$ cat src/hw/dmi_pkg.sv
// --------------------------------------
// Shared widths, depths and types for the debug-memory harness.
// Every RTL file reaches these by scoped names.
// --------------------------------------
`default_nettype none

package dmi_pkg;

  // --------------------------------------
  // Sizes
  // --------------------------------------
  localparam int unsigned AddrWidth      = 7;
  localparam int unsigned DataWidth      = 32;
  localparam int unsigned MemWords       = 64;
  localparam int unsigned FifoDepth      = 4;
  localparam int unsigned BootHoldCycles = 16;

  // Derived counter and index widths
  localparam int unsigned MemIdxWidth  = $clog2(MemWords);
  localparam int unsigned FifoPtrWidth = $clog2(FifoDepth);
  localparam int unsigned FifoCntWidth = $clog2(FifoDepth + 1);
  localparam int unsigned HoldCntWidth = $clog2(BootHoldCycles + 1);

  typedef logic [MemIdxWidth-1:0]  mem_idx_t;
  typedef logic [FifoPtrWidth-1:0] fifo_ptr_t;
  typedef logic [FifoCntWidth-1:0] fifo_cnt_t;
  typedef logic [HoldCntWidth-1:0] hold_cnt_t;

  // --------------------------------------
  // Request and response encodings
  // --------------------------------------
  // Code 3 is reserved, the target treats it as a NOP
  typedef enum logic [1:0] {
    DMI_NOP   = 2'd0,
    DMI_READ  = 2'd1,
    DMI_WRITE = 2'd2
  } dmi_op_e;

  typedef enum logic [1:0] {
    DMI_OK     = 2'd0,
    DMI_FAILED = 2'd2
  } dmi_resp_e;

  // One request word, 41 bits
  typedef struct packed {
    logic [AddrWidth-1:0] addr;
    dmi_op_e              op;
    logic [DataWidth-1:0] data;
  } dmi_req_t;

endpackage

`default_nettype wire

$ cat src/hw/dmi_req_if.sv
// --------------------------------------
// Valid/ready request channel between harness blocks.
// The sender uses src, the receiver uses dst.
// --------------------------------------
`timescale 1ns/1ns
`default_nettype none

interface dmi_req_if;

  logic              valid;
  logic              ready;
  dmi_pkg::dmi_req_t req;

  // Sender side
  modport src (
    output valid,
    output req,
    input  ready
  );

  // Receiver side
  modport dst (
    input  valid,
    input  req,
    output ready
  );

endinterface

`default_nettype wire

$ cat src/hw/dmi_req_gate.sv
// --------------------------------------
// Picks the JTAG or DTM request source and masks
// all requests during the boot window after reset.
// --------------------------------------
`timescale 1ns/1ns
`default_nettype none

module dmi_req_gate (
  input  logic              clk_i,
  input  logic              rst_ni,
  input  logic              jtag_sel_i,
  input  logic              jtag_valid_i,
  input  dmi_pkg::dmi_req_t jtag_req_i,
  output logic              jtag_ready_o,
  input  logic              dtm_valid_i,
  input  dmi_pkg::dmi_req_t dtm_req_i,
  output logic              dtm_ready_o,
  dmi_req_if.src            req_o
);

  dmi_pkg::hold_cnt_t hold_cnt_q;
  logic               hold_active;
  logic               sel_valid;

  // --------------------------------------
  // Boot hold counter
  // --------------------------------------
  assign hold_active = (hold_cnt_q != '0);

  // Loaded at reset, counts down once per cycle and parks at zero
  always_ff @(posedge clk_i or negedge rst_ni) begin
    if (!rst_ni) begin
      hold_cnt_q <= dmi_pkg::hold_cnt_t'(dmi_pkg::BootHoldCycles);
    end else if (hold_active) begin
      hold_cnt_q <= hold_cnt_q - 1'b1;
    end
  end

  // --------------------------------------
  // Source select
  // --------------------------------------
  assign sel_valid = jtag_sel_i ? jtag_valid_i : dtm_valid_i;

  assign req_o.valid = sel_valid & ~hold_active;
  assign req_o.req   = jtag_sel_i ? jtag_req_i : dtm_req_i;

  // Ready only goes back to the selected source
  assign jtag_ready_o = req_o.ready & ~hold_active & jtag_sel_i;
  assign dtm_ready_o  = req_o.ready & ~hold_active & ~jtag_sel_i;

  // --------------------------------------
  // Checks
  // --------------------------------------
  // A transfer needs reset released for at least the whole boot window
  a_no_xfer_in_hold: assert property (
    @(posedge clk_i) disable iff (!rst_ni)
    req_o.valid && req_o.ready |-> $past(rst_ni, dmi_pkg::BootHoldCycles)
  );

endmodule

`default_nettype wire

$ cat src/hw/dmi_req_fifo.sv
// --------------------------------------
// Request buffer of FifoDepth entries between the gate
// and the memory target. Push and pop may share a cycle.
// --------------------------------------
`timescale 1ns/1ns
`default_nettype none

module dmi_req_fifo (
  input  logic   clk_i,
  input  logic   rst_ni,
  dmi_req_if.dst req_i,
  dmi_req_if.src req_o
);

  dmi_pkg::dmi_req_t  mem_q [dmi_pkg::FifoDepth];
  dmi_pkg::fifo_ptr_t wr_ptr_q;
  dmi_pkg::fifo_ptr_t rd_ptr_q;
  dmi_pkg::fifo_cnt_t count_q;
  logic               push;
  logic               pop;
  logic               full;
  logic               empty;

  assign full  = (count_q == dmi_pkg::fifo_cnt_t'(dmi_pkg::FifoDepth));
  assign empty = (count_q == '0);

  assign req_i.ready = ~full;
  assign req_o.valid = ~empty;
  assign req_o.req   = mem_q[rd_ptr_q];

  assign push = req_i.valid & req_i.ready;
  assign pop  = req_o.valid & req_o.ready;

  // --------------------------------------
  // Pointers and fill level
  // --------------------------------------
  always_ff @(posedge clk_i or negedge rst_ni) begin
    if (!rst_ni) begin
      wr_ptr_q <= '0;
      rd_ptr_q <= '0;
      count_q  <= '0;
    end else begin
      if (push) begin
        wr_ptr_q <= (wr_ptr_q == dmi_pkg::fifo_ptr_t'(dmi_pkg::FifoDepth - 1)) ?
                    '0 : wr_ptr_q + 1'b1;
      end
      if (pop) begin
        rd_ptr_q <= (rd_ptr_q == dmi_pkg::fifo_ptr_t'(dmi_pkg::FifoDepth - 1)) ?
                    '0 : rd_ptr_q + 1'b1;
      end
      case ({push, pop})
        2'b10:   count_q <= count_q + 1'b1;
        2'b01:   count_q <= count_q - 1'b1;
        default: count_q <= count_q;
      endcase
    end
  end

  // Entry storage
  always_ff @(posedge clk_i) begin
    if (push) begin
      mem_q[wr_ptr_q] <= req_i.req;
    end
  end

  // --------------------------------------
  // Checks
  // --------------------------------------
  a_count_bound: assert property (
    @(posedge clk_i) disable iff (!rst_ni)
    count_q <= dmi_pkg::fifo_cnt_t'(dmi_pkg::FifoDepth)
  );

  // Head entry holds while the target is not taking it
  a_head_stable: assert property (
    @(posedge clk_i) disable iff (!rst_ni)
    req_o.valid && !req_o.ready |=> req_o.valid && $stable(req_o.req)
  );

endmodule

`default_nettype wire

$ cat src/hw/dmi_mem_target.sv
// --------------------------------------
// Word memory that executes NOP, READ and WRITE requests
// and returns one registered response per request.
// --------------------------------------
`timescale 1ns/1ns
`default_nettype none

module dmi_mem_target (
  input  logic                          clk_i,
  input  logic                          rst_ni,
  dmi_req_if.dst                        req_i,
  output logic                          resp_valid_o,
  output logic [dmi_pkg::DataWidth-1:0] resp_data_o,
  output dmi_pkg::dmi_resp_e            resp_code_o,
  input  logic                          resp_ready_i
);

  logic [dmi_pkg::DataWidth-1:0] mem_q [dmi_pkg::MemWords];
  dmi_pkg::mem_idx_t             mem_idx;
  logic                          in_range;
  logic                          take;
  logic                          mem_we;

  logic                          resp_valid_q;
  logic [dmi_pkg::DataWidth-1:0] resp_data_q;
  logic [dmi_pkg::DataWidth-1:0] resp_data_d;
  dmi_pkg::dmi_resp_e            resp_code_q;
  dmi_pkg::dmi_resp_e            resp_code_d;

  // Accept when the response slot is free or drains this cycle
  assign req_i.ready = ~resp_valid_q | resp_ready_i;
  assign take        = req_i.valid & req_i.ready;

  assign in_range = (32'(req_i.req.addr) < dmi_pkg::MemWords);
  assign mem_idx  = dmi_pkg::mem_idx_t'(req_i.req.addr);

  // --------------------------------------
  // Request decode
  // --------------------------------------
  always_comb begin
    resp_data_d = '0;
    resp_code_d = dmi_pkg::DMI_OK;
    mem_we      = 1'b0;
    case (req_i.req.op)
      dmi_pkg::DMI_READ: begin
        if (in_range) begin
          resp_data_d = mem_q[mem_idx];
        end else begin
          resp_code_d = dmi_pkg::DMI_FAILED;
        end
      end
      dmi_pkg::DMI_WRITE: begin
        if (in_range) begin
          mem_we = take;
        end else begin
          resp_code_d = dmi_pkg::DMI_FAILED;
        end
      end
      // NOP and the reserved code
      default: begin
        resp_code_d = dmi_pkg::DMI_OK;
      end
    endcase
  end

  // --------------------------------------
  // Memory and response registers
  // --------------------------------------
  // Read data above comes from the old contents, before this write lands
  always_ff @(posedge clk_i or negedge rst_ni) begin
    if (!rst_ni) begin
      for (int i = 0; i < dmi_pkg::MemWords; i++) begin
        mem_q[i] <= '0;
      end
    end else if (mem_we) begin
      mem_q[mem_idx] <= req_i.req.data;
    end
  end

  always_ff @(posedge clk_i or negedge rst_ni) begin
    if (!rst_ni) begin
      resp_valid_q <= 1'b0;
    end else if (take) begin
      resp_valid_q <= 1'b1;
    end else if (resp_ready_i) begin
      resp_valid_q <= 1'b0;
    end
  end

  always_ff @(posedge clk_i) begin
    if (take) begin
      resp_data_q <= resp_data_d;
      resp_code_q <= resp_code_d;
    end
  end

  assign resp_valid_o = resp_valid_q;
  assign resp_data_o  = resp_data_q;
  assign resp_code_o  = resp_code_q;

  // Stalled response must hold until the consumer takes it
  a_resp_stable: assert property (
    @(posedge clk_i) disable iff (!rst_ni)
    resp_valid_o && !resp_ready_i |=>
      resp_valid_o && $stable(resp_data_o) && $stable(resp_code_o)
  );

endmodule

`default_nettype wire

$ cat src/hw/dmi_mem_harness.sv
// --------------------------------------
// Top level of the debug-memory harness. Two request ports
// feed one gate, a request FIFO and the memory target.
// --------------------------------------
`timescale 1ns/1ns
`default_nettype none

module dmi_mem_harness (
  input  logic                          clk_i,
  input  logic                          rst_ni,
  input  logic                          jtag_sel_i,
  // JTAG-side request port
  input  logic                          jtag_req_valid_i,
  input  logic [dmi_pkg::AddrWidth-1:0] jtag_req_addr_i,
  input  dmi_pkg::dmi_op_e              jtag_req_op_i,
  input  logic [dmi_pkg::DataWidth-1:0] jtag_req_data_i,
  output logic                          jtag_req_ready_o,
  // DTM-side request port
  input  logic                          dtm_req_valid_i,
  input  logic [dmi_pkg::AddrWidth-1:0] dtm_req_addr_i,
  input  dmi_pkg::dmi_op_e              dtm_req_op_i,
  input  logic [dmi_pkg::DataWidth-1:0] dtm_req_data_i,
  output logic                          dtm_req_ready_o,
  // Response port
  output logic                          resp_valid_o,
  output logic [dmi_pkg::DataWidth-1:0] resp_data_o,
  output dmi_pkg::dmi_resp_e            resp_code_o,
  input  logic                          resp_ready_i
);

  dmi_pkg::dmi_req_t jtag_req;
  dmi_pkg::dmi_req_t dtm_req;

  // Pack the flat port fields into request words
  assign jtag_req.addr = jtag_req_addr_i;
  assign jtag_req.op   = jtag_req_op_i;
  assign jtag_req.data = jtag_req_data_i;

  assign dtm_req.addr = dtm_req_addr_i;
  assign dtm_req.op   = dtm_req_op_i;
  assign dtm_req.data = dtm_req_data_i;

  dmi_req_if gate_to_fifo ();
  dmi_req_if fifo_to_mem ();

  dmi_req_gate i_gate (
    .clk_i        ( clk_i            ),
    .rst_ni       ( rst_ni           ),
    .jtag_sel_i   ( jtag_sel_i       ),
    .jtag_valid_i ( jtag_req_valid_i ),
    .jtag_req_i   ( jtag_req         ),
    .jtag_ready_o ( jtag_req_ready_o ),
    .dtm_valid_i  ( dtm_req_valid_i  ),
    .dtm_req_i    ( dtm_req          ),
    .dtm_ready_o  ( dtm_req_ready_o  ),
    .req_o        ( gate_to_fifo     )
  );

  dmi_req_fifo i_fifo (
    .clk_i  ( clk_i        ),
    .rst_ni ( rst_ni       ),
    .req_i  ( gate_to_fifo ),
    .req_o  ( fifo_to_mem  )
  );

  dmi_mem_target i_target (
    .clk_i        ( clk_i        ),
    .rst_ni       ( rst_ni       ),
    .req_i        ( fifo_to_mem  ),
    .resp_valid_o ( resp_valid_o ),
    .resp_data_o  ( resp_data_o  ),
    .resp_code_o  ( resp_code_o  ),
    .resp_ready_i ( resp_ready_i )
  );

endmodule

`default_nettype wire

$ cat config.mk
export PLATFORM = sky130hd
export DESIGN_NAME = dmi_mem_harness
export DESIGN_NICKNAME = d
export VERILOG_FILES = /design/src/hw/dmi_pkg.sv /design/src/hw/dmi_req_if.sv /design/src/hw/dmi_req_gate.sv /design/src/hw/dmi_req_fifo.sv /design/src/hw/dmi_mem_target.sv /design/src/hw/dmi_mem_harness.sv
export SDC_FILE = /design/constraint.sdc
export NUM_CORES = 2
export LEC_CHECK = 0
export BUFFER_PORTS_ARGS = -buffer_cell sky130_fd_sc_hd__buf_2
export CORE_ASPECT_RATIO = 0.75
export CORE_MARGIN = 2
export CORE_UTILIZATION = 46
export DETAILED_ROUTE_END_ITERATION = 7
export PLACE_DENSITY = 0.59
export SLEW_MARGIN = 20
export SYNTH_ARGS = -nofsm -noshare
export SYNTH_HDL_FRONTEND = slang
export SYNTH_HIERARCHICAL = 1
export SYNTH_SLANG_ARGS = --single-unit
export TNS_END_PERCENT = 50
$ cat constraint.sdc
create_clock -name clk_i -period 4.63 [get_ports clk_i]
set_input_delay 0.6945 -clock clk_i [delete_from_list [all_inputs] [get_ports clk_i]]
set_output_delay 0.6945 -clock clk_i [all_outputs]
set_load 0.01 [all_outputs]
[Word-level counts from Yosys, hierarchy flattened]
Memories as Yosys holds them, arrays and structs flattened.
Cells that the tools add are included.
Word-level totals
  bits in registers: 2095
  RAM bits: 164
  logic and storage cells: 125
  memories: 1
Memories
  i_fifo.mem_q: words 4, bits a word 41, rd ports 1, clocked after memory_dff 0, write ports 1, line dmi_req_fifo.sv:15  | dmi_pkg::dmi_req_t mem_q [dmi_pkg::FifoDepth];
Cells by class
  $add $sub $neg: 5
  order comparisons: 3
  equality and inequality tests: 7
  mux-type cells: 18
  bitwise logic cells: 13
  reductions and logical operators: 7
Operators with widths (number)
  $bwmux W2048: 1
  $bmux W32 S6: 1
  $demux W32 S6: 1
  $mux W32: 3
  $mux W41: 1
  $eq A2 B2 Y1 const B: 4
  $ge A7 B7 Y1 const B: 1
  $lt A7 B1 Y1 const B: 1
  $lt A7 B7 Y1 const B: 1
  $mux W1: 7
  $not A6 Y7: 1
  $and A1 B1 Y1: 6
  $mux W2: 3
  $pmux W3 S2: 1
  $not A1 Y1: 5
  $reduce_bool A5 Y1: 1
  $sub A5 B1 Y5 const B: 1
  $add A2 B1 Y2 const B: 2
  $eq A2 B1 Y1 const B: 2
  $reduce_bool A2 Y1: 2
  $add A3 B1 Y3 const B: 1
  $eq A3 B3 Y1 const B: 1
  $logic_not A3 Y1: 1
  $sub A3 B1 Y3 const B: 1
  other kinds (4): 4

[Depth between registers and ports, before layout]
An unclocked memory read counts as a cell.
  depth after elaboration: 7
  depth in mapped cells: 13
  depth with buffers taken out: 12

[By module]
The synthesis kept the hierarchy.
Modules (own cells, without submodules)
  dmi_mem_target: times used 1, cells each 6852, area an instance 93141.8 um2
  dmi_req_fifo: times used 1, cells each 255, area an instance 6359.8 um2
  dmi_req_gate: times used 1, cells each 71, area an instance 780.7 um2

[Worst setup path after synthesis]
Ideal clock, no wire load.
  kind: input port to flip-flop
  from: input port resp_ready_i
  to: register i_target/mem_q[1368] (netlist bit)
  setup time: 0.125 ns
  arrival time: 3.042 ns
  path slack: 1.463 ns
  cell stages on the path: 8
  path buffers: 2
  path through: nand2b_1 -> and2_1 -> and3b_1 -> buf_4 -> nand2_2 -> nor2_1 -> buf_2 -> mux2_2
On the way
  longest elaborated chain between the ends: 4
RTL lines
  start: declaration: line dmi_mem_harness.sv:28  | input logic resp_ready_i
  $or A1 B1 Y1: line dmi_mem_target.sv:31  | assign req_i.ready = ~resp_valid_q | resp_ready_i;
  $and A1 B1 Y1: line dmi_mem_target.sv:32  | assign take = req_i.valid & req_i.ready;
  net i_target.take: line dmi_mem_target.sv:21  | logic take;
  $mux W1: line dmi_mem_target.sv:53  | if (in_range) begin
  $mux W1: line dmi_mem_target.sv:44  | case (req_i.req.op)
  end signal: indexed assignment: line dmi_mem_target.sv:76  | mem_q[mem_idx] <= req_i.req.data;
  end: declaration: line dmi_mem_target.sv:18  | logic [dmi_pkg::DataWidth-1:0] mem_q [dmi_pkg::MemWords];
The timed path passes the listed nets, and every way through them passes these cells.
A chain may end at the register's enable or synchronous reset.

==> impl_metrics.py <==
metrics = {
    "clocking": {
        "cts_tree": "done",
        "clk_latency_ns": 0.89,
        "clk_pin_slew_worst_paths_ns": 0.06,
        "cts_setup_buffers": 0,
        "clk_path_buf_depth": 4,
        "cts_buffers": 226,
        "clockRootBuffer": "clkbuf_16",
        "cts_htree_levels": 4,
        "cts.sinks": 2258,
    },
    "power": {
        "power_frac_clock_pct": 24.6,
        "power.density_nw_per_um2": 668,
        "power_mw": 75.2,
        "pwr-share-comb_pct": 37.6,
        "seq_power_share_pct": 37.7,
        "swShare_pct": 39.7,
        "power.switching_mw": 29.9,
        "p_int_mw": 45.3,
        "vdd.ir_drop.worst_mv": 0.542,
        "p_leak_nw": 51.8,
    },
    "outcome": {
        "status": "complete, but fails checks",
        "failed_checks": "negative setup slack",
    },
    "critical_path": {
        "worstReg2RegStart": "i_fifo/rd_ptr_q[0]",
        "required_ns": 5.27,
        "rrSetupSlack_ns": -0.02,
        "cp_cell_sequence": "mux4_4 > buf_4 > nor2_4 > buf_12 > buf_4 > a22oi_1 > and3_1 > a311oi_1 > nor4_1 > a41oi_1",
        "critPathLaunchType": "flip-flop",
        "arrival_ns": 5.29,
        "r2r_cells": 10,
        "worst-path-max-fanout": 42,
        "end_kind": "flip-flop",
        "path_class": "flip-flop to flip-flop",
        "crit_top_cell": "buf_4",
        "slowest_stage": "mux4_4",
        "r2r_end": "i_target/resp_data_o[17]",
        "critPathMaxStageDelay_ns": 0.93,
    },
    "logic_synthesis": {
        "synth_edf_count": 197,
        "yosys_warnings": 6,
        "synth_nets": 7277,
        "synth.distinct_cells": 78,
        "syn_inst": 7178,
        "syn_avg_cell_area_um2": 14.0,
        "synth_seq_cells": 2258,
        "ys_seq_area_share_pct": 57.3,
        "synthFlopType": "dfrtp_1",
        "async_flop_share_pct": 91.3,
        "syn_area_um2": 100000,
        "synth_area_leaders": "dfrtp_1, mux2_2, edfxtp_1",
        "synth_top_area_share_pct": 51.4,
        "synth_top_cell_by_area": "dfrtp_1",
    },
    "timing": {
        "hold_viol": 0,
        "maxSlewViolCount": 0,
        "fmaxAchievable_mhz": 215,
        "rsz0062_at_grt": "no",
        "hold-worst-slack_ns": 0.115,
        "fin_crit_ns": 4.65,
        "post-route-period-util_pct": 100,
        "tightestPinTransition_ns": 1.17,
        "finalWorstSetupSlack_ns": -0.0201,
        "maxSlewHeadroom_pct": 22.2,
        "finalSetupViolCount": 1,
        "clock_skew_ns": 0.0643,
    },
    "hold_path": {
        "min_path_cells": 3,
        "hold_start": "resp_ready_i",
        "holdPathEnd": "i_target/resp_valid_o",
        "hold_path.class": "primary input to flip-flop",
    },
    "cells_and_area": {
        "multi_input_area_um2": 39700,
        "area_growth_pct": 12.4,
        "drive_gt1_share_pct": 40.3,
        "regArea_um2": 57500,
        "final_nets": 7235,
        "fin_cells": 10200,
        "n_fill_cell": 18100,
        "fin_util_pct": 52.0,
    },
    "die": {
        "chipWidth_um": 543,
        "dieHeight_um": 408,
        "core_um2": 217000,
        "ioPinCount": 125,
        "start_util_pct": 46.2,
        "die_area_um2": 222000,
        "rows": 148,
    },
    "placed_design": {
        "preCtsSetupSlack_ns": 0.127,
        "port_buffers": 123,
        "dp_hpwl_mm": 197,
        "dp_cells": 9832,
        "gp_congestion": 0.873,
    },
    "routing": {
        "vias_per_cell": 6.37,
        "num_vias": 65300,
        "routed_wl_mm": 316,
        "drt_iter0_drc": 6635,
        "drtAntennaViolNets": 0,
        "dr.pass1.iters": 6,
        "drt-wirelength-per-cell_um": 30.9,
        "route.detailed.drc": 0,
    },
    "global_routing": {
        "grtUsageTotal_pct": 28.3,
        "grt_pass1_vias": 65600,
        "grt_max_degree": 164,
        "antenna_found_initial": 16,
        "grt_pass1_wl_mm": 465,
        "grt-ovfl-total": 0,
    },
    "run": {
        "drv_cap": 0,
    },
}
## how the worst max path moves through the flow
stage          slack (ns)                       end  cells after the start                from
6_report            -0.02  i_target/resp_data_o[17]                     10  i_fifo/rd_ptr_q[0]
5_1_grt            0.0007  i_target/resp_data_o[17]                     10  i_fifo/rd_ptr_q[0]
4_1_cts              0.09  i_target/resp_data_o[17]                     10  i_fifo/rd_ptr_q[0]
3_5_place_dp         0.13  i_target/resp_data_o[17]                     10  i_fifo/rd_ptr_q[0]
3_3_place_gp         0.03  i_target/resp_data_o[23]                     10  i_fifo/rd_ptr_q[0]
2_1_floorplan        1.46      i_target/mem_q[1368]                      8        resp_ready_i
## Yosys cell counts (22+ instances only)
cell,instances
nor2_2,42
a221oi_1,282
buf_4,22
dfrtp_1,2060
mux2_2,1915
nor2_1,140
mux4_2,69
nand3_1,34
nand2_1,119
o22ai_1,202
nor4_1,40
a21oi_1,108
a31oi_1,22
buf_1,44
a22oi_1,381
nor3_1,42
clkbuf_1,337
mux2i_1,181
edfxtp_1,197
o21ai_0,99
buf_2,330
mux2_1,209
## logic make-up (layout without fill, tap and decap cells)
kind of cell / Yosys count / after routing / synth area share (%)
muxes: 2376 / 2376 / 27.2
and+or+nand+nor: 513 / 513 / 2.56
buffers and inverters: 770 / 907 / 3.52
adders and majority gates: 11 / 11 / 0.145
other: 1 / 3 / 0.00374
xor gates and xnor gates: 5 / 5 / 0.0437
AOI/OAI and AO/OA: 1244 / 1244 / 9.16
DFF: 2258 / 2258 / 57.3
## worst max-delay path: cells and delay by family (launching register included)
family | cells | cell delay (ns)
compound gates | 3 | 1.41
mux | 1 | 0.93
buf+inv | 3 | 0.85
simple gates | 3 | 0.61
flops | 1 | 0.46
## state kept, by name (all words and copies together) (netlist names)
register and count:
i_fifo/count_q 3, i_fifo/mem_q 164, i_fifo/rd_ptr_q 2, i_fifo/wr_ptr_q 2
i_gate/hold_cnt_q 5, i_target/mem_q 2048, i_target/resp_code_o 1, i_target/resp_data_o 32
i_target/resp_valid_o 1
## routing by layer
layer / track usage [%] / wire, um
met5: 0 / 62
met4: 6.61 / 7690
met3: 7.02 / 29500
met2: 40.1 / 134000
met1: 43.3 / 145000
## area by class of cell
cell class | count | area share [%]
clock buffer | 324 | 5.80
clock inverter | 83 | 0.768
antenna | 2 | 0.00444
sequential | 2258 | 51.0
multi-input combinational | 4150 | 35.3
tap | 2925 | 3.25
inverter | 16 | 0.0600
timing repair buffer | 484 | 3.83
## power by group through the flow
stage | clock [mW] | combinational [mW] | sequential (mW)
floorplan | 0 | 16.8 | 27.7
global placement | 0 | 27.3 | 28.4
detailed placement | 0 | 27.8 | 28.7
CTS | 18.9 | 27.8 | 28.4
global route | 19.7 | 29.5 | 29.0
finish | 18.5 | 28.3 | 28.4
## placed cells by master (no fill, tap or decap), types with 40 or more instances in the layout
| cell | n |
|---|---|
| nor2_1 | 114 |
| a22oi_1 | 381 |
| mux4_2 | 66 |
| edfxtp_1 | 197 |
| dfrtp_1 | 2058 |
| nor3_1 | 41 |
| a21oi_1 | 107 |
| nor2_4 | 66 |
| clkbuf_16 | 227 |
| a221oi_1 | 282 |
| mux2i_1 | 181 |
| buf_12 | 79 |
| mux2_2 | 1915 |
| buf_2 | 122 |
| mux2_1 | 209 |
| clkbuf_1 | 48 |
| buf_4 | 282 |
| o22ai_1 | 202 |
| clkbuf_8 | 49 |
| nor4_1 | 40 |
| o21ai_0 | 98 |
| nand2_1 | 119 |
## per-stage QoR
step | TNS, ns | instance area, um^2
6_report | -0.0201 | 113000
3_5_place_dp | 0 | 105000
2_1_floorplan | 0 | 100000
3_3_place_gp | 0 | 105000
5_1_grt | 0 | 113000
4_1_cts | 0 | 113000
## what timing repair did
action,in CTS,in global routing
gates resized for setup,0,1
hold endpoints to repair,52,0
hold buffers,1,0
setup endpoints to repair,0,1
Note: power is estimated with default switching activity, not from simulation.
